==> src/hdl/dram_sched_pkg.sv <==
package dram_sched_pkg;

	// channel geometry
	localparam int NUM_BANKS   = 4;
	localparam int BANK_W      = 2; // log2(NUM_BANKS)
	localparam int ROW_W       = 8;
	localparam int COL_W       = 6;
	localparam int QUEUE_DEPTH = 8; // power of two so fifo pointers wrap by themselves

	// per-bank timings, clk cycles
	localparam int T_RCD = 3;  // act -> rd/wr
	localparam int T_RP  = 3;  // pre -> act
	localparam int T_RAS = 8;  // act -> pre
	localparam int T_RC  = 11; // act -> act, same bank

	// channel timings, any bank
	localparam int T_CCD = 2; // rd/wr -> rd/wr
	localparam int T_RRD = 2; // act -> act

	// refresh
	localparam int T_REFI = 200; // ref interval
	localparam int T_RFC  = 10;  // channel blocked after ref

	localparam int TIMER_W = 8; // all down-counters, must hold T_REFI

	// dram command encoding
	typedef enum logic [2:0] {
		NOP = 3'd0,
		ACT = 3'd1,
		PRE = 3'd2,
		RD  = 3'd3,
		WR  = 3'd4,
		REF = 3'd5
	} dram_cmd_t;

	// one queued request, 17 bits
	typedef struct packed {
		logic              write; // 1 = write, 0 = read
		logic [BANK_W-1:0] bank;
		logic [ROW_W-1:0]  row;
		logic [COL_W-1:0]  col;
	} mem_req_t;

endpackage

==> src/hdl/req_if.sv <==
`timescale 1ns/1ps

// head of the request queue, fifo -> fsm
interface req_if;

	logic                             valid; // fifo not empty
	logic                             write;
	logic [dram_sched_pkg::BANK_W-1:0] bank;
	logic [dram_sched_pkg::ROW_W-1:0]  row;
	logic [dram_sched_pkg::COL_W-1:0]  col;
	logic                             pop;   // head served, one cycle

	// fifo side
	modport source (
		output valid, write, bank, row, col,
		input  pop
	);

	// scheduler side
	modport sink (
		input  valid, write, bank, row, col,
		output pop
	);

endinterface

==> src/hdl/cmd_if.sv <==
`timescale 1ns/1ps

// issued dram command, seen by the timers and the bank table
interface cmd_if;

	logic                             valid; // one-cycle pulse per command
	dram_sched_pkg::dram_cmd_t         cmd;
	logic [dram_sched_pkg::BANK_W-1:0] bank;
	logic [dram_sched_pkg::ROW_W-1:0]  row;
	logic [dram_sched_pkg::COL_W-1:0]  col;

	// fsm drives
	modport source (
		output valid, cmd, bank, row, col
	);

	// everyone else listens
	modport monitor (
		input valid, cmd, bank, row, col
	);

endinterface

==> src/hdl/req_fifo.sv <==
`timescale 1ns/1ps

module req_fifo (
	input  logic                     clk,
	input  logic                     rst_n,
	input  logic                     push,       // new request strobe
	input  dram_sched_pkg::mem_req_t push_req,
	output logic                     queue_full, // no free entry
	req_if.source                    head        // oldest request
);

	dram_sched_pkg::mem_req_t mem [dram_sched_pkg::QUEUE_DEPTH]; // payload only

	logic [$clog2(dram_sched_pkg::QUEUE_DEPTH)-1:0] wr_ptr;
	logic [$clog2(dram_sched_pkg::QUEUE_DEPTH)-1:0] rd_ptr;
	logic [$clog2(dram_sched_pkg::QUEUE_DEPTH):0]   count; // one extra bit for full

	logic wr_en;
	logic rd_en;

	assign queue_full = (count == dram_sched_pkg::QUEUE_DEPTH);
	assign wr_en      = push && !queue_full; // a push into a full queue is dropped
	assign rd_en      = head.pop && head.valid;

	// head is read straight out of the array
	assign head.valid = (count != '0);
	assign head.write = mem[rd_ptr].write;
	assign head.bank  = mem[rd_ptr].bank;
	assign head.row   = mem[rd_ptr].row;
	assign head.col   = mem[rd_ptr].col;

	always_ff @(posedge clk) begin
		if (wr_en) mem[wr_ptr] <= push_req;
	end

	always_ff @(posedge clk or negedge rst_n) begin
		if (!rst_n) begin
			wr_ptr <= '0;
			rd_ptr <= '0;
			count  <= '0;
		end else begin
			if (wr_en) wr_ptr <= wr_ptr + 1'b1; // wraps at depth
			if (rd_en) rd_ptr <= rd_ptr + 1'b1;
			case ({wr_en, rd_en})
				2'b10:   count <= count + 1'b1;
				2'b01:   count <= count - 1'b1;
				default: count <= count; // both or neither
			endcase
		end
	end

	// the scheduler only retires a request it could see
	a_pop_not_empty: assert property (@(posedge clk) disable iff (!rst_n)
		head.pop |-> head.valid);

	// source has to hold back while full
	a_push_not_full: assert property (@(posedge clk) disable iff (!rst_n)
		push |-> !queue_full);

endmodule

==> src/hdl/bank_table.sv <==
`timescale 1ns/1ps

module bank_table (
	input  logic clk,
	input  logic rst_n,
	cmd_if.monitor issued, // registered command pulse
	output logic [dram_sched_pkg::NUM_BANKS-1:0]                           open_mask,
	output logic [dram_sched_pkg::NUM_BANKS-1:0][dram_sched_pkg::ROW_W-1:0] open_row
);

	// open flags, updated the cycle after the command shows up
	always_ff @(posedge clk or negedge rst_n) begin
		if (!rst_n) begin
			open_mask <= '0; // all banks closed out of reset
		end else if (issued.valid) begin
			case (issued.cmd)
				dram_sched_pkg::ACT: open_mask[issued.bank] <= 1'b1;
				dram_sched_pkg::PRE: open_mask[issued.bank] <= 1'b0;
				dram_sched_pkg::REF: open_mask <= '0; // refresh leaves everything closed
				default: ;                             // rd/wr keep the row open
			endcase
		end
	end

	// row address per bank, only meaningful while the open flag is set
	always_ff @(posedge clk) begin
		if (issued.valid && issued.cmd == dram_sched_pkg::ACT)
			open_row[issued.bank] <= issued.row;
	end

	// fsm must precharge before it activates another row
	a_act_on_closed: assert property (@(posedge clk) disable iff (!rst_n)
		(issued.valid && issued.cmd == dram_sched_pkg::ACT) |-> !open_mask[issued.bank]);

endmodule

==> src/hdl/timing_counters.sv <==
`timescale 1ns/1ps

module timing_counters (
	input  logic clk,
	input  logic rst_n,
	cmd_if.monitor issued, // registered command pulse
	output logic [dram_sched_pkg::NUM_BANKS-1:0] act_ok,  // bank may take act
	output logic [dram_sched_pkg::NUM_BANKS-1:0] pre_ok,  // bank may take pre
	output logic [dram_sched_pkg::NUM_BANKS-1:0] rdwr_ok, // bank may take rd/wr
	output logic ref_due,  // refresh interval elapsed
	output logic rfc_busy  // refresh still running
);

	logic [dram_sched_pkg::NUM_BANKS-1:0][dram_sched_pkg::TIMER_W-1:0] rcd_cnt;
	logic [dram_sched_pkg::NUM_BANKS-1:0][dram_sched_pkg::TIMER_W-1:0] ras_cnt;
	logic [dram_sched_pkg::NUM_BANKS-1:0][dram_sched_pkg::TIMER_W-1:0] rp_cnt;
	logic [dram_sched_pkg::NUM_BANKS-1:0][dram_sched_pkg::TIMER_W-1:0] rc_cnt;
	logic [dram_sched_pkg::TIMER_W-1:0] ccd_cnt;
	logic [dram_sched_pkg::TIMER_W-1:0] rrd_cnt;
	logic [dram_sched_pkg::TIMER_W-1:0] refi_cnt;
	logic [dram_sched_pkg::TIMER_W-1:0] rfc_cnt;

	// the load lands one cycle after the pulse and the fsm decides one cycle
	// after a zero, so two cycles of the gap are already covered
	function automatic logic [dram_sched_pkg::TIMER_W-1:0] gap_load(input int t);
		logic [dram_sched_pkg::TIMER_W-1:0] v;
		v = t[dram_sched_pkg::TIMER_W-1:0];
		return v - 2'd2;
	endfunction

	function automatic logic [dram_sched_pkg::TIMER_W-1:0] sat_dec(
		input logic [dram_sched_pkg::TIMER_W-1:0] x
	);
		return (x == '0) ? x : x - 1'b1; // stick at zero
	endfunction

	always_ff @(posedge clk or negedge rst_n) begin
		if (!rst_n) begin
			rcd_cnt  <= '0;
			ras_cnt  <= '0;
			rp_cnt   <= '0;
			rc_cnt   <= '0;
			ccd_cnt  <= '0;
			rrd_cnt  <= '0;
			rfc_cnt  <= '0;
			refi_cnt <= dram_sched_pkg::T_REFI[dram_sched_pkg::TIMER_W-1:0];
		end else begin
			for (int b = 0; b < dram_sched_pkg::NUM_BANKS; b++) begin
				rcd_cnt[b] <= sat_dec(rcd_cnt[b]);
				ras_cnt[b] <= sat_dec(ras_cnt[b]);
				rp_cnt[b]  <= sat_dec(rp_cnt[b]);
				rc_cnt[b]  <= sat_dec(rc_cnt[b]);
			end
			ccd_cnt  <= sat_dec(ccd_cnt);
			rrd_cnt  <= sat_dec(rrd_cnt);
			rfc_cnt  <= sat_dec(rfc_cnt);
			refi_cnt <= sat_dec(refi_cnt);
			// loads below override the decrement
			if (issued.valid) begin
				case (issued.cmd)
					dram_sched_pkg::ACT: begin
						rcd_cnt[issued.bank] <= gap_load(dram_sched_pkg::T_RCD);
						ras_cnt[issued.bank] <= gap_load(dram_sched_pkg::T_RAS);
						rc_cnt[issued.bank]  <= gap_load(dram_sched_pkg::T_RC);
						rrd_cnt              <= gap_load(dram_sched_pkg::T_RRD); // any bank
					end
					dram_sched_pkg::PRE: rp_cnt[issued.bank] <= gap_load(dram_sched_pkg::T_RP);
					dram_sched_pkg::RD,
					dram_sched_pkg::WR:  ccd_cnt <= gap_load(dram_sched_pkg::T_CCD);
					dram_sched_pkg::REF: begin
						rfc_cnt  <= gap_load(dram_sched_pkg::T_RFC);
						// restart interval
						refi_cnt <= dram_sched_pkg::T_REFI[dram_sched_pkg::TIMER_W-1:0];
					end
					default: ;
				endcase
			end
		end
	end

	always_comb begin
		for (int b = 0; b < dram_sched_pkg::NUM_BANKS; b++) begin
			act_ok[b]  = (rp_cnt[b] == '0) && (rc_cnt[b] == '0) && (rrd_cnt == '0);
			pre_ok[b]  = (ras_cnt[b] == '0);
			rdwr_ok[b] = (rcd_cnt[b] == '0) && (ccd_cnt == '0);
		end
	end

	assign ref_due  = (refi_cnt == '0);
	assign rfc_busy = (rfc_cnt != '0);

	// flags only rise between loads, so the pulse cycle still shows what the fsm saw
	a_cmd_allowed: assert property (@(posedge clk) disable iff (!rst_n)
		issued.valid |-> !rfc_busy &&
		(issued.cmd != dram_sched_pkg::ACT || act_ok[issued.bank]) &&
		(issued.cmd != dram_sched_pkg::PRE || pre_ok[issued.bank]) &&
		((issued.cmd != dram_sched_pkg::RD && issued.cmd != dram_sched_pkg::WR) ||
			rdwr_ok[issued.bank]) &&
		(issued.cmd != dram_sched_pkg::REF || (&act_ok)));

endmodule

==> src/hdl/cmd_fsm.sv <==
`timescale 1ns/1ps

module cmd_fsm (
	input  logic clk,
	input  logic rst_n,
	req_if.sink    head,  // oldest request
	cmd_if.source  issue, // registered command out
	input  logic [dram_sched_pkg::NUM_BANKS-1:0]                           open_mask,
	input  logic [dram_sched_pkg::NUM_BANKS-1:0][dram_sched_pkg::ROW_W-1:0] open_row,
	input  logic [dram_sched_pkg::NUM_BANKS-1:0]                           act_ok,
	input  logic [dram_sched_pkg::NUM_BANKS-1:0]                           pre_ok,
	input  logic [dram_sched_pkg::NUM_BANKS-1:0]                           rdwr_ok,
	input  logic ref_due,
	input  logic rfc_busy
);

	typedef enum logic [2:0] {
		IDLE,      // serve the head request
		SETTLE,    // let timers and bank table catch up
		REF_CLOSE, // precharge open banks before refresh
		REF_ISSUE, // all closed, wait for tRP then REF
		REF_WAIT   // tRFC running
	} state_t;

	state_t state;
	state_t state_nxt;

	logic                              go;         // issue a command this edge
	logic                              go_pop;     // it finishes the head
	dram_sched_pkg::dram_cmd_t         go_cmd;
	logic [dram_sched_pkg::BANK_W-1:0] go_bank;
	logic [dram_sched_pkg::BANK_W-1:0] close_bank; // lowest open bank
	logic                              row_hit;

	assign row_hit = open_mask[head.bank] && (open_row[head.bank] == head.row);

	always_comb begin
		close_bank = '0;
		for (int b = dram_sched_pkg::NUM_BANKS - 1; b >= 0; b--) begin
			if (open_mask[b]) close_bank = b[dram_sched_pkg::BANK_W-1:0]; // lowest wins
		end
	end

	always_comb begin
		state_nxt = state;
		go        = 1'b0;
		go_pop    = 1'b0;
		go_cmd    = dram_sched_pkg::NOP;
		go_bank   = head.bank;
		case (state)
			IDLE: begin
				if (ref_due) begin
					state_nxt = REF_CLOSE; // stop starting requests
				end else if (head.valid) begin
					if (row_hit) begin
						go     = rdwr_ok[head.bank];
						go_pop = rdwr_ok[head.bank];
						go_cmd = head.write ? dram_sched_pkg::WR : dram_sched_pkg::RD;
					end else if (!open_mask[head.bank]) begin
						go     = act_ok[head.bank]; // closed bank, open the row
						go_cmd = dram_sched_pkg::ACT;
					end else begin
						go     = pre_ok[head.bank]; // wrong row open
						go_cmd = dram_sched_pkg::PRE;
					end
					if (go) state_nxt = SETTLE;
				end
			end
			SETTLE: state_nxt = ref_due ? REF_CLOSE : IDLE;
			REF_CLOSE: begin
				if (open_mask == '0) begin
					state_nxt = REF_ISSUE;
				end else if (pre_ok[close_bank]) begin
					go        = 1'b1;
					go_cmd    = dram_sched_pkg::PRE;
					go_bank   = close_bank;
					state_nxt = SETTLE; // comes back here while ref_due holds
				end
			end
			REF_ISSUE: begin
				if (&act_ok) begin // tRP done everywhere
					go        = 1'b1;
					go_cmd    = dram_sched_pkg::REF;
					state_nxt = REF_WAIT;
				end
			end
			// the ref pulse itself masks the cycle before rfc_busy rises
			REF_WAIT: if (!issue.valid && !rfc_busy) state_nxt = IDLE;
			default: state_nxt = IDLE;
		endcase
	end

	always_ff @(posedge clk or negedge rst_n) begin
		if (!rst_n) begin
			state       <= IDLE;
			issue.valid <= 1'b0;
			issue.cmd   <= dram_sched_pkg::NOP;
			head.pop    <= 1'b0;
		end else begin
			state       <= state_nxt;
			issue.valid <= go;     // single-cycle pulse
			issue.cmd   <= go_cmd; // NOP when idle
			head.pop    <= go_pop;
		end
	end

	// address fields, held between commands
	always_ff @(posedge clk) begin
		if (go) begin
			issue.bank <= go_bank;
			issue.row  <= head.row;
			issue.col  <= head.col;
		end
	end

endmodule

==> src/hdl/dram_sched.sv <==
`timescale 1ns/1ps

module dram_sched (
	input  logic                              clk,
	input  logic                              rst_n,
	input  logic                              req_valid,
	input  logic                              req_write,
	input  logic [dram_sched_pkg::BANK_W-1:0] req_bank,
	input  logic [dram_sched_pkg::ROW_W-1:0]  req_row,
	input  logic [dram_sched_pkg::COL_W-1:0]  req_col,
	output logic                              queue_full,
	output logic                              cmd_valid,
	output dram_sched_pkg::dram_cmd_t         cmd,
	output logic [dram_sched_pkg::BANK_W-1:0] cmd_bank,
	output logic [dram_sched_pkg::ROW_W-1:0]  cmd_row,
	output logic [dram_sched_pkg::COL_W-1:0]  cmd_col
);

	dram_sched_pkg::mem_req_t push_req;

	logic [dram_sched_pkg::NUM_BANKS-1:0]                           open_mask;
	logic [dram_sched_pkg::NUM_BANKS-1:0][dram_sched_pkg::ROW_W-1:0] open_row;
	logic [dram_sched_pkg::NUM_BANKS-1:0]                           act_ok;
	logic [dram_sched_pkg::NUM_BANKS-1:0]                           pre_ok;
	logic [dram_sched_pkg::NUM_BANKS-1:0]                           rdwr_ok;
	logic                                                           ref_due;
	logic                                                           rfc_busy;

	req_if head_bus ();  // fifo head -> fsm
	cmd_if issue_bus (); // fsm -> timers, bank table, pins

	assign push_req = '{write: req_write, bank: req_bank, row: req_row, col: req_col};

	req_fifo u_req_fifo (
		.clk(clk), .rst_n(rst_n), .push(req_valid), .push_req(push_req),
		.queue_full(queue_full), .head(head_bus.source)
	);

	bank_table u_bank_table (
		.clk(clk), .rst_n(rst_n), .issued(issue_bus.monitor),
		.open_mask(open_mask), .open_row(open_row)
	);

	timing_counters u_timing_counters (
		.clk(clk), .rst_n(rst_n), .issued(issue_bus.monitor), .act_ok(act_ok),
		.pre_ok(pre_ok), .rdwr_ok(rdwr_ok), .ref_due(ref_due), .rfc_busy(rfc_busy)
	);

	cmd_fsm u_cmd_fsm (
		.clk(clk), .rst_n(rst_n), .head(head_bus.sink), .issue(issue_bus.source),
		.open_mask(open_mask), .open_row(open_row), .act_ok(act_ok), .pre_ok(pre_ok),
		.rdwr_ok(rdwr_ok), .ref_due(ref_due), .rfc_busy(rfc_busy)
	);

	// command pins come straight off the fsm registers
	assign cmd_valid = issue_bus.valid;
	assign cmd       = issue_bus.cmd;
	assign cmd_bank  = issue_bus.bank;
	assign cmd_row   = issue_bus.row;
	assign cmd_col   = issue_bus.col;

endmodule

==> config.mk <==
export PLATFORM = sky130hd
export DESIGN_NAME = dram_sched
export DESIGN_NICKNAME = d
export VERILOG_FILES = /design/src/hdl/dram_sched_pkg.sv /design/src/hdl/req_if.sv /design/src/hdl/cmd_if.sv /design/src/hdl/req_fifo.sv /design/src/hdl/bank_table.sv /design/src/hdl/timing_counters.sv /design/src/hdl/cmd_fsm.sv /design/src/hdl/dram_sched.sv
export SDC_FILE = /design/constraint.sdc
export NUM_CORES = 1
export LEC_CHECK = 0
export BUFFER_PORTS_ARGS = -buffer_cell sky130_fd_sc_hd__buf_2
export CAP_MARGIN = 40
export CORE_MARGIN = 2
export CORE_UTILIZATION = 30
export CTS_CLUSTER_SIZE = 20
export DETAILED_ROUTE_END_ITERATION = 10
export GPL_TIMING_DRIVEN = 1
export PLACE_DENSITY = 0.55
export SYNTH_ARGS = -nofsm -noshare
export SYNTH_HDL_FRONTEND = slang
export SYNTH_SLANG_ARGS = --single-unit
==> constraint.sdc <==
create_clock -name clk -period 7.6 [get_ports clk]
set_input_delay 1.52 -clock clk [delete_from_list [all_inputs] [get_ports clk]]
set_output_delay 1.52 -clock clk [all_outputs]
set_load 0.05 [all_outputs]
After elaboration in Yosys (flattened, before gate mapping) --
Memory sizes are Yosys's and may differ from the RTL's. Cells that the tools add are included.
Word-level totals: bits in registers 230, memory bits (writable) 136, bits of input ports 20, memories kept 1
Memories:
- u_req_fifo.mem | depth 8, width 17, read ports 1, clocked after memory_dff 0, wr ports 1, line req_fifo.sv:12 | dram_sched_pkg::mem_req_t mem [dram_sched_pkg::QUEUE_DEPTH];
Operators by class: add/sub/neg operators 24, order comparisons 4, equal/unequal tests 18, multiplexer cells 97, bitwise gates (word level) 14, reduce and logical (&&, ||, !) cells 51
Operators by type and width (number):
- 2-to-1 mux 32 bit | 8
- 2-to-1 mux 8 bit | 30
- zero test 8 bit | 20
- subtractor 8 x 1 -> 8 bit, second input constant | 20
- AND 28 bit | 2
- AND 24 bit | 2
- inverter 24 bit | 2
- 2-to-1 mux 3 bit | 13
- bitwise mux 32 bit | 1
- inverter 28 bit | 1
- 2-to-1 mux 1 bit | 22
- 2-to-1 mux 2 bit | 10
- logical AND 1 bit | 18
- binary-select mux 8 bit (select 2 bit) | 1
- demux 8 bit (select 2 bit) | 1
- bitwise OR 8 bit | 2
- one-hot mux 3 bit (5 select lines) | 1
- equality test 3 x 2 -> 1 bit, second input constant | 4
- bitwise OR 4 bit | 3
- one-hot mux 4 bit (3 select lines) | 1
- binary-select mux 1 bit (select 2 bit) | 5
- equality test 3 bit, second input constant | 3
- < comparator 2 x 3 -> 1 bit, second input constant | 3
- one-hot mux 3 bit (3 select lines) | 1
- other kinds (28) | 34

Longest topological paths before layout --
depth after elaboration 14, gate-level depth with buffers 12, gate-level depth less buffers 11

Modules after synthesis --
From an unflattened synthesis, not the netlist that was laid out.
Unflattened totals: cell total of the unflattened synthesis 1400, area, all modules 17594.4 um^2
Modules (own cells, without submodules):
- timing_counters | times used 1, cells each 957, area each 9047.4 um^2, sequential area each 4007.6 um^2
- req_fifo | times used 1, cells each 262, area each 5849.4 um^2, sequential area each 4334.2 um^2
- cmd_fsm | times used 1, cells each 120, area each 1470.2 um^2, sequential area each 680.7 um^2
- bank_table | times used 1, cells each 61, area each 1227.4 um^2, sequential area each 1061.0 um^2

Worst setup path after synthesis --
No wires, ideal clock.
path type register -> register, from reg u_req_fifo.rd_ptr[0] (netlist name), to reg u_cmd_fsm.issue.bank[0], enable pin, arrival time 3594 ps, required time 7204 ps, path slack 3610 ps, stages on the path, launching flop included 12, buffers on the path 2, period minus slack after synthesis 3990 ps, path through dfrtp_1 buf_6 nor2b_1 a22o_1 nor2_4 mux4_1 xnor2_1 o211ai_1 or4_1 buf_2 mux2i_1 o211ai_1
On the way: cells in the longest elaborated chain, start to end 12, elaborated cells between the ends (all ways) 21, classes of those cells eq/ne (1); mux (18); reduce/logical (1); memory (1)
Ends and longest elaborated chain:
- from (decl) | line req_fifo.sv:15 | logic [$clog2(dram_sched_pkg::QUEUE_DEPTH)-1:0] rd_ptr;
- from (signal assigned) | line req_fifo.sv:43 | if (rd_en) rd_ptr <= rd_ptr + 1'b1;
- memory read (8 x 17 bit) (*)
- binary-select mux 8 bit (select 2 bit) | line cmd_fsm.sv:35 | assign row_hit = open_mask[head.bank] && (open_row[head.bank] == head.row);
- 2-to-1 mux 8 bit (implied by the code) | line cmd_fsm.sv:35
- equality test 8 bit | line cmd_fsm.sv:35
- logical AND 1 bit | line cmd_fsm.sv:35
- 2-to-1 mux 1 bit (*) | line cmd_fsm.sv:55 | if (row_hit) begin
- 2-to-1 mux 1 bit (*) | line cmd_fsm.sv:54 | end else if (head.valid) begin
- 2-to-1 mux 1 bit (*) | line cmd_fsm.sv:52 | if (ref_due) begin
- 2-to-1 mux 1 bit (*) | line cmd_fsm.sv:50 | case (state)
- 2-to-1 mux 1 bit (*) | line cmd_fsm.sv:54
- 2-to-1 mux 1 bit (*) | line cmd_fsm.sv:52
- one-hot mux 1 bit (3 select lines) (*) | line cmd_fsm.sv:50
- named net u_cmd_fsm.go | line cmd_fsm.sv:28 | logic go;
- to (signal assigned) | line cmd_fsm.sv:110 | issue.bank <= go_bank;
- to (decl) | line cmd_if.sv:14 | output valid, cmd, bank, row, col
The timed path passes the listed nets; every way through them passes the cells marked *. The select of a mux whose other input is x is not followed. A chain may end at the register's enable or synchronous reset.

Final worst setup path --
from reg u_req_fifo.rd_ptr[0] (netlist name), to reg u_cmd_fsm.issue.col[0], read port of u_req_fifo.mem, enable pin
On the way: cells in the longest elaborated chain, start to end 12, elaborated cells between the ends (all ways) 21, classes of those cells eq/ne (1); mux (18); reduce/logical (1); memory (1)
Ends and longest elaborated chain (line):
- memory read (8 x 17 bit) (*)
- binary-select mux 8 bit (select 2 bit) | cmd_fsm.sv:35
- 2-to-1 mux 8 bit (implied by the code) | cmd_fsm.sv:35
- equality test 8 bit | cmd_fsm.sv:35
- logical AND 1 bit | cmd_fsm.sv:35
- 2-to-1 mux 1 bit (*) | cmd_fsm.sv:55
- 2-to-1 mux 1 bit (*) | cmd_fsm.sv:54
- 2-to-1 mux 1 bit (*) | cmd_fsm.sv:52
- 2-to-1 mux 1 bit (*) | cmd_fsm.sv:50
- 2-to-1 mux 1 bit (*) | cmd_fsm.sv:54
- 2-to-1 mux 1 bit (*) | cmd_fsm.sv:52
- one-hot mux 1 bit (3 select lines) (*) | cmd_fsm.sv:50
- named net u_cmd_fsm.go | cmd_fsm.sv:28
- to (decl) | cmd_if.sv:14
Marked as above.

==> summary.md <==
| Metric | Value |
|---|---|
| Outcome | `complete, no violations` |
| Post-synthesis sequential area ratio | `0.626` |
| Startpoint Class | `flip-flop` |
| P_leak | `7.39 nW` |
| Post-layout min period | `4.70 ns` |
| Vert. Die Dim | `236 µm` |
| Worst EP arrival | `4.92 ns` |
| Synth unique cells | `57` |
| Post-CTS Setup Inserts | `0` |
| Path type of the worst min-delay path | `flip-flop to flip-flop` |
| Num rows | `84` |
| Vias | `9733` |
| Root Buffer | `clkbuf_16` |
| Syn Inst Count | `1282` |
| Worst rel slew slack | `0.460` |
| Place WS | `2.88 ns` |
| Clock H-tree levels | `2` |
| Slew @ Worst Pin | `0.810 ns` |
| FMAX | `213 MHz` |
| Worst Setup End Kind | `flip-flop` |
| Dpl cell area | `17200 µm²` |
| Worst Skew | `0.0178 ns` |
| Post-Syn Area | `16100 µm²` |
| RSZ-0062 raised after global routing | `no` |
| Area share of the largest cell type after synthesis | `0.343` |
| Pwr/cell area | `365 nW/µm²` |
| CTS tree | `built` |
| Syn_nets | `1334` |
| Post-Route WL | `32800 µm` |
| CP Class | `flip-flop to flip-flop` |
| Worst setup margin | `2.90 ns` |
| M1 GR Usage | `0.156` |
| Final Setup Violations | `0` |
| Inserted Clock Buffers | `40` |
| Clock latency at the later pin of the worst-skew pair | `0.54 ns` |
| Tot Pwr | `6.77 mW` |
| CTS sink count | `366` |
| YS warnings | `0` |
| Final Cell Area | `18500 µm²` |
| Core Footprint | `52900 µm²` |
| # diodes | `0` |
| GR met3 Demand/Resource | `0.0272` |
| Global-route wire length before repair | `52900 µm` |
| Share of cells above drive strength 1 | `0.138` |
| Post-synth EDFFs | `184` |
| PortBufs | `40` |
| DRT antenna net count | `0` |
| Int Power | `4.57 mW` |
| Clk buf depth | `3` |
| Hold Violations, Final | `0` |
| Synth Flop Type | `edfxtp_1` |
| Via/cell ratio | `4.71` |
| P_sw | `2.20 mW` |
| Post-CTS Hold Buffers | `0` |
| Die Span X | `236 µm` |
| Switching Fraction | `0.325` |
| Slew Limit Fails | `0` |
| Antenna violations before repair | `6` |
| Max_cap viols | `0` |
| Starting DRT DRC Count | `641` |
| Dominant cells by area after synthesis | `edfxtp_1 (34%), dfrtp_1 (28%), xnor2_1 (5.0%)` |
| Comb pwr share | `0.247` |
| CP required | `7.82 ns` |
| Area Growth Syn to Fin | `15.1%` |
| DR WL/cell | `15.9 µm` |
| Asr flop ratio synth | `0.497` |
| Layout Nets | `1401` |
| Grt met2 use | `0.195` |
| TNS Setup | `0 ns` |
| DR pass1 iterations | `5` |
| Remaining DRCs | `0` |
| Max VDD drop | `200 µV` |
| Full die area | `55600 µm²` |
| Gr usage total | `0.119` |
| Effective utilization at floorplan | `0.305` |
| Cell accounting for the most synthesized area | `edfxtp_1` |
| Crit share post-route | `0.619` |
| GRT Max-Usage Layer | `met2` |
| Worst-path fanout max | `24` |
| IO Pins | `41` |
| Avg Inst Size Synth | `12.6 µm²` |
| Total grt overflow | `0` |
| Clock network power share | `0.290` |
| #FFs+latches synth | `366` |
| Vias in the first global route | `9913` |
| Hpwl dp | `21300 µm` |
| Hold Slack | `0.502 ns` |
| PostCTS Resize Cnt | `0` |
| Reg power frac | `0.463` |
| Largest net degree at the start of global routing | `91` |
| Worst-path clk slew | `0.06 ns` |
| Gpl congestion | `0.769` |
-- cell usage after synthesis (all sizes together) (4+ instances only) --
cell      n
a211oi   16
a21o      5
a21oi    18
a221oi    5
and2      4
buf      13
clkbuf   18
dfrtp   179
edfxtp  184
ha       31
inv      59
mux2     14
mux2i    24
mux4     35
nand2   126
nand2b   11
nand3    35
nand4     4
nor2    197
nor2b     6
nor3     30
nor4     25
o211ai    4
o21ai    29
o31ai    14
or3      23
xnor2    92
xor2     45
-- critical path, stage by stage, from the launching register on --
cell,delay [ns]
dfrtp_2,0.69
buf_4,0.50
nor2_1,0.13
a22o_1,0.32
nor2_4,0.44
mux4_1,0.64
xnor2_1,0.17
o211ai_1,0.11
or4_1,0.66
mux2i_1,0.19
o211ai_1,0.17
buf_4,0.33
-- cell usage in the layout, fill, tap and decap left out, types with 33 or more instances in the layout --
cell type	netlist	layout
xnor2_1	92	92
buf_2	6	40
edfxtp_1	184	184
nand2_1	126	126
dfrtp_1	179	178
inv_1	58	58
clkbuf_16	0	41
nand3_1	35	35
mux4_2	33	33
xor2_1	45	45
nor2_1	196	196
-- routing by layer --
metal / wire length (µm) / vias to the layer above / part of all wire
li1: - / 4653 / -
met1: 14900 / 4801 / 0.45
met2: 15400 / 199 / 0.47
met3: 1730 / 70 / 0.053
met4: 741 / 10 / 0.023
met5: 67 / - / 0.0020
-- power groups by stage --
stage | clock network, mW | registers (mW) | logic, mW
finish | 1.96 | 3.14 | 1.67
CTS | 2.03 | 3.14 | 1.70
global placement | 0 | 3.15 | 1.64
floorplan | 0 | 3.13 | 1.25
detailed placement | 0 | 3.16 | 1.69
global route | 2.10 | 3.21 | 1.92
-- path summary, 6_finish.rpt --
path	from	end	slack [ns]	cells past startpoint
setup / recovery	u_req_fifo.rd_ptr[0]	u_cmd_fsm.issue.col[0]	2.90	11
hold / removal	u_timing_counters.refi_cnt[7]	u_timing_counters.refi_cnt[7]	0.50	2
setup reg to reg	u_req_fifo.rd_ptr[0]	u_cmd_fsm.issue.col[0]	2.90	11
hold reg to reg	u_timing_counters.refi_cnt[7]	u_timing_counters.refi_cnt[7]	0.50	2
max in group asynchronous	rst_n	u_timing_counters.rc_cnt[6]	5.65	3
min in group asynchronous	rst_n	u_timing_counters.rp_cnt[30]	1.01	2
-- per-stage QoR --
step	util	instances
3_3_place_gp	0.325	1993
6_report	0.351	2068
4_1_cts	0.351	2068
5_1_grt	0.351	2068
2_1_floorplan	-	1282
3_5_place_dp	0.325	1995
-- layout make-up --
cell class | count | area, µm²
repair buffers | 56 | 344
clock buffers | 52 | 1150
multi-input cells | 824 | 5670
clock inverters | 21 | 200
flip-flops and latches | 366 | 10100
fillers | 5196 | 34300
inverters | 61 | 229
well taps | 688 | 861
-- state kept, by name (all words and copies together) (netlist names), 4 cells and up --
register	count
u_timing_counters.refi_cnt	8
u_timing_counters.rfc_cnt	8
u_timing_counters.rcd_cnt	32
u_bank_table.open_mask	4
u_req_fifo.mem	136
u_timing_counters.rrd_cnt	8
u_cmd_fsm.issue.row	8
u_timing_counters.rp_cnt	32
u_req_fifo.count	4
u_timing_counters.ras_cnt	32
u_timing_counters.rc_cnt	32
u_timing_counters.ccd_cnt	8
u_bank_table.open_row	32
u_cmd_fsm.issue.col	6
-- logic make-up (layout without fill, tap and decap cells) --
group / Yosys count / count (layout) / synth area share
muxes: 73 / 73 / 0.0750
adders and majority gates: 32 / 32 / 0.0253
AOI/OAI and AO/OA: 105 / 105 / 0.0437
buffers and inverters: 92 / 190 / 0.0233
and+or+nand+nor: 477 / 477 / 0.132
DFF: 366 / 366 / 0.626
xor gates and xnor gates: 137 / 137 / 0.0745
No activity file was read; power rests on OpenSTA's default activity.
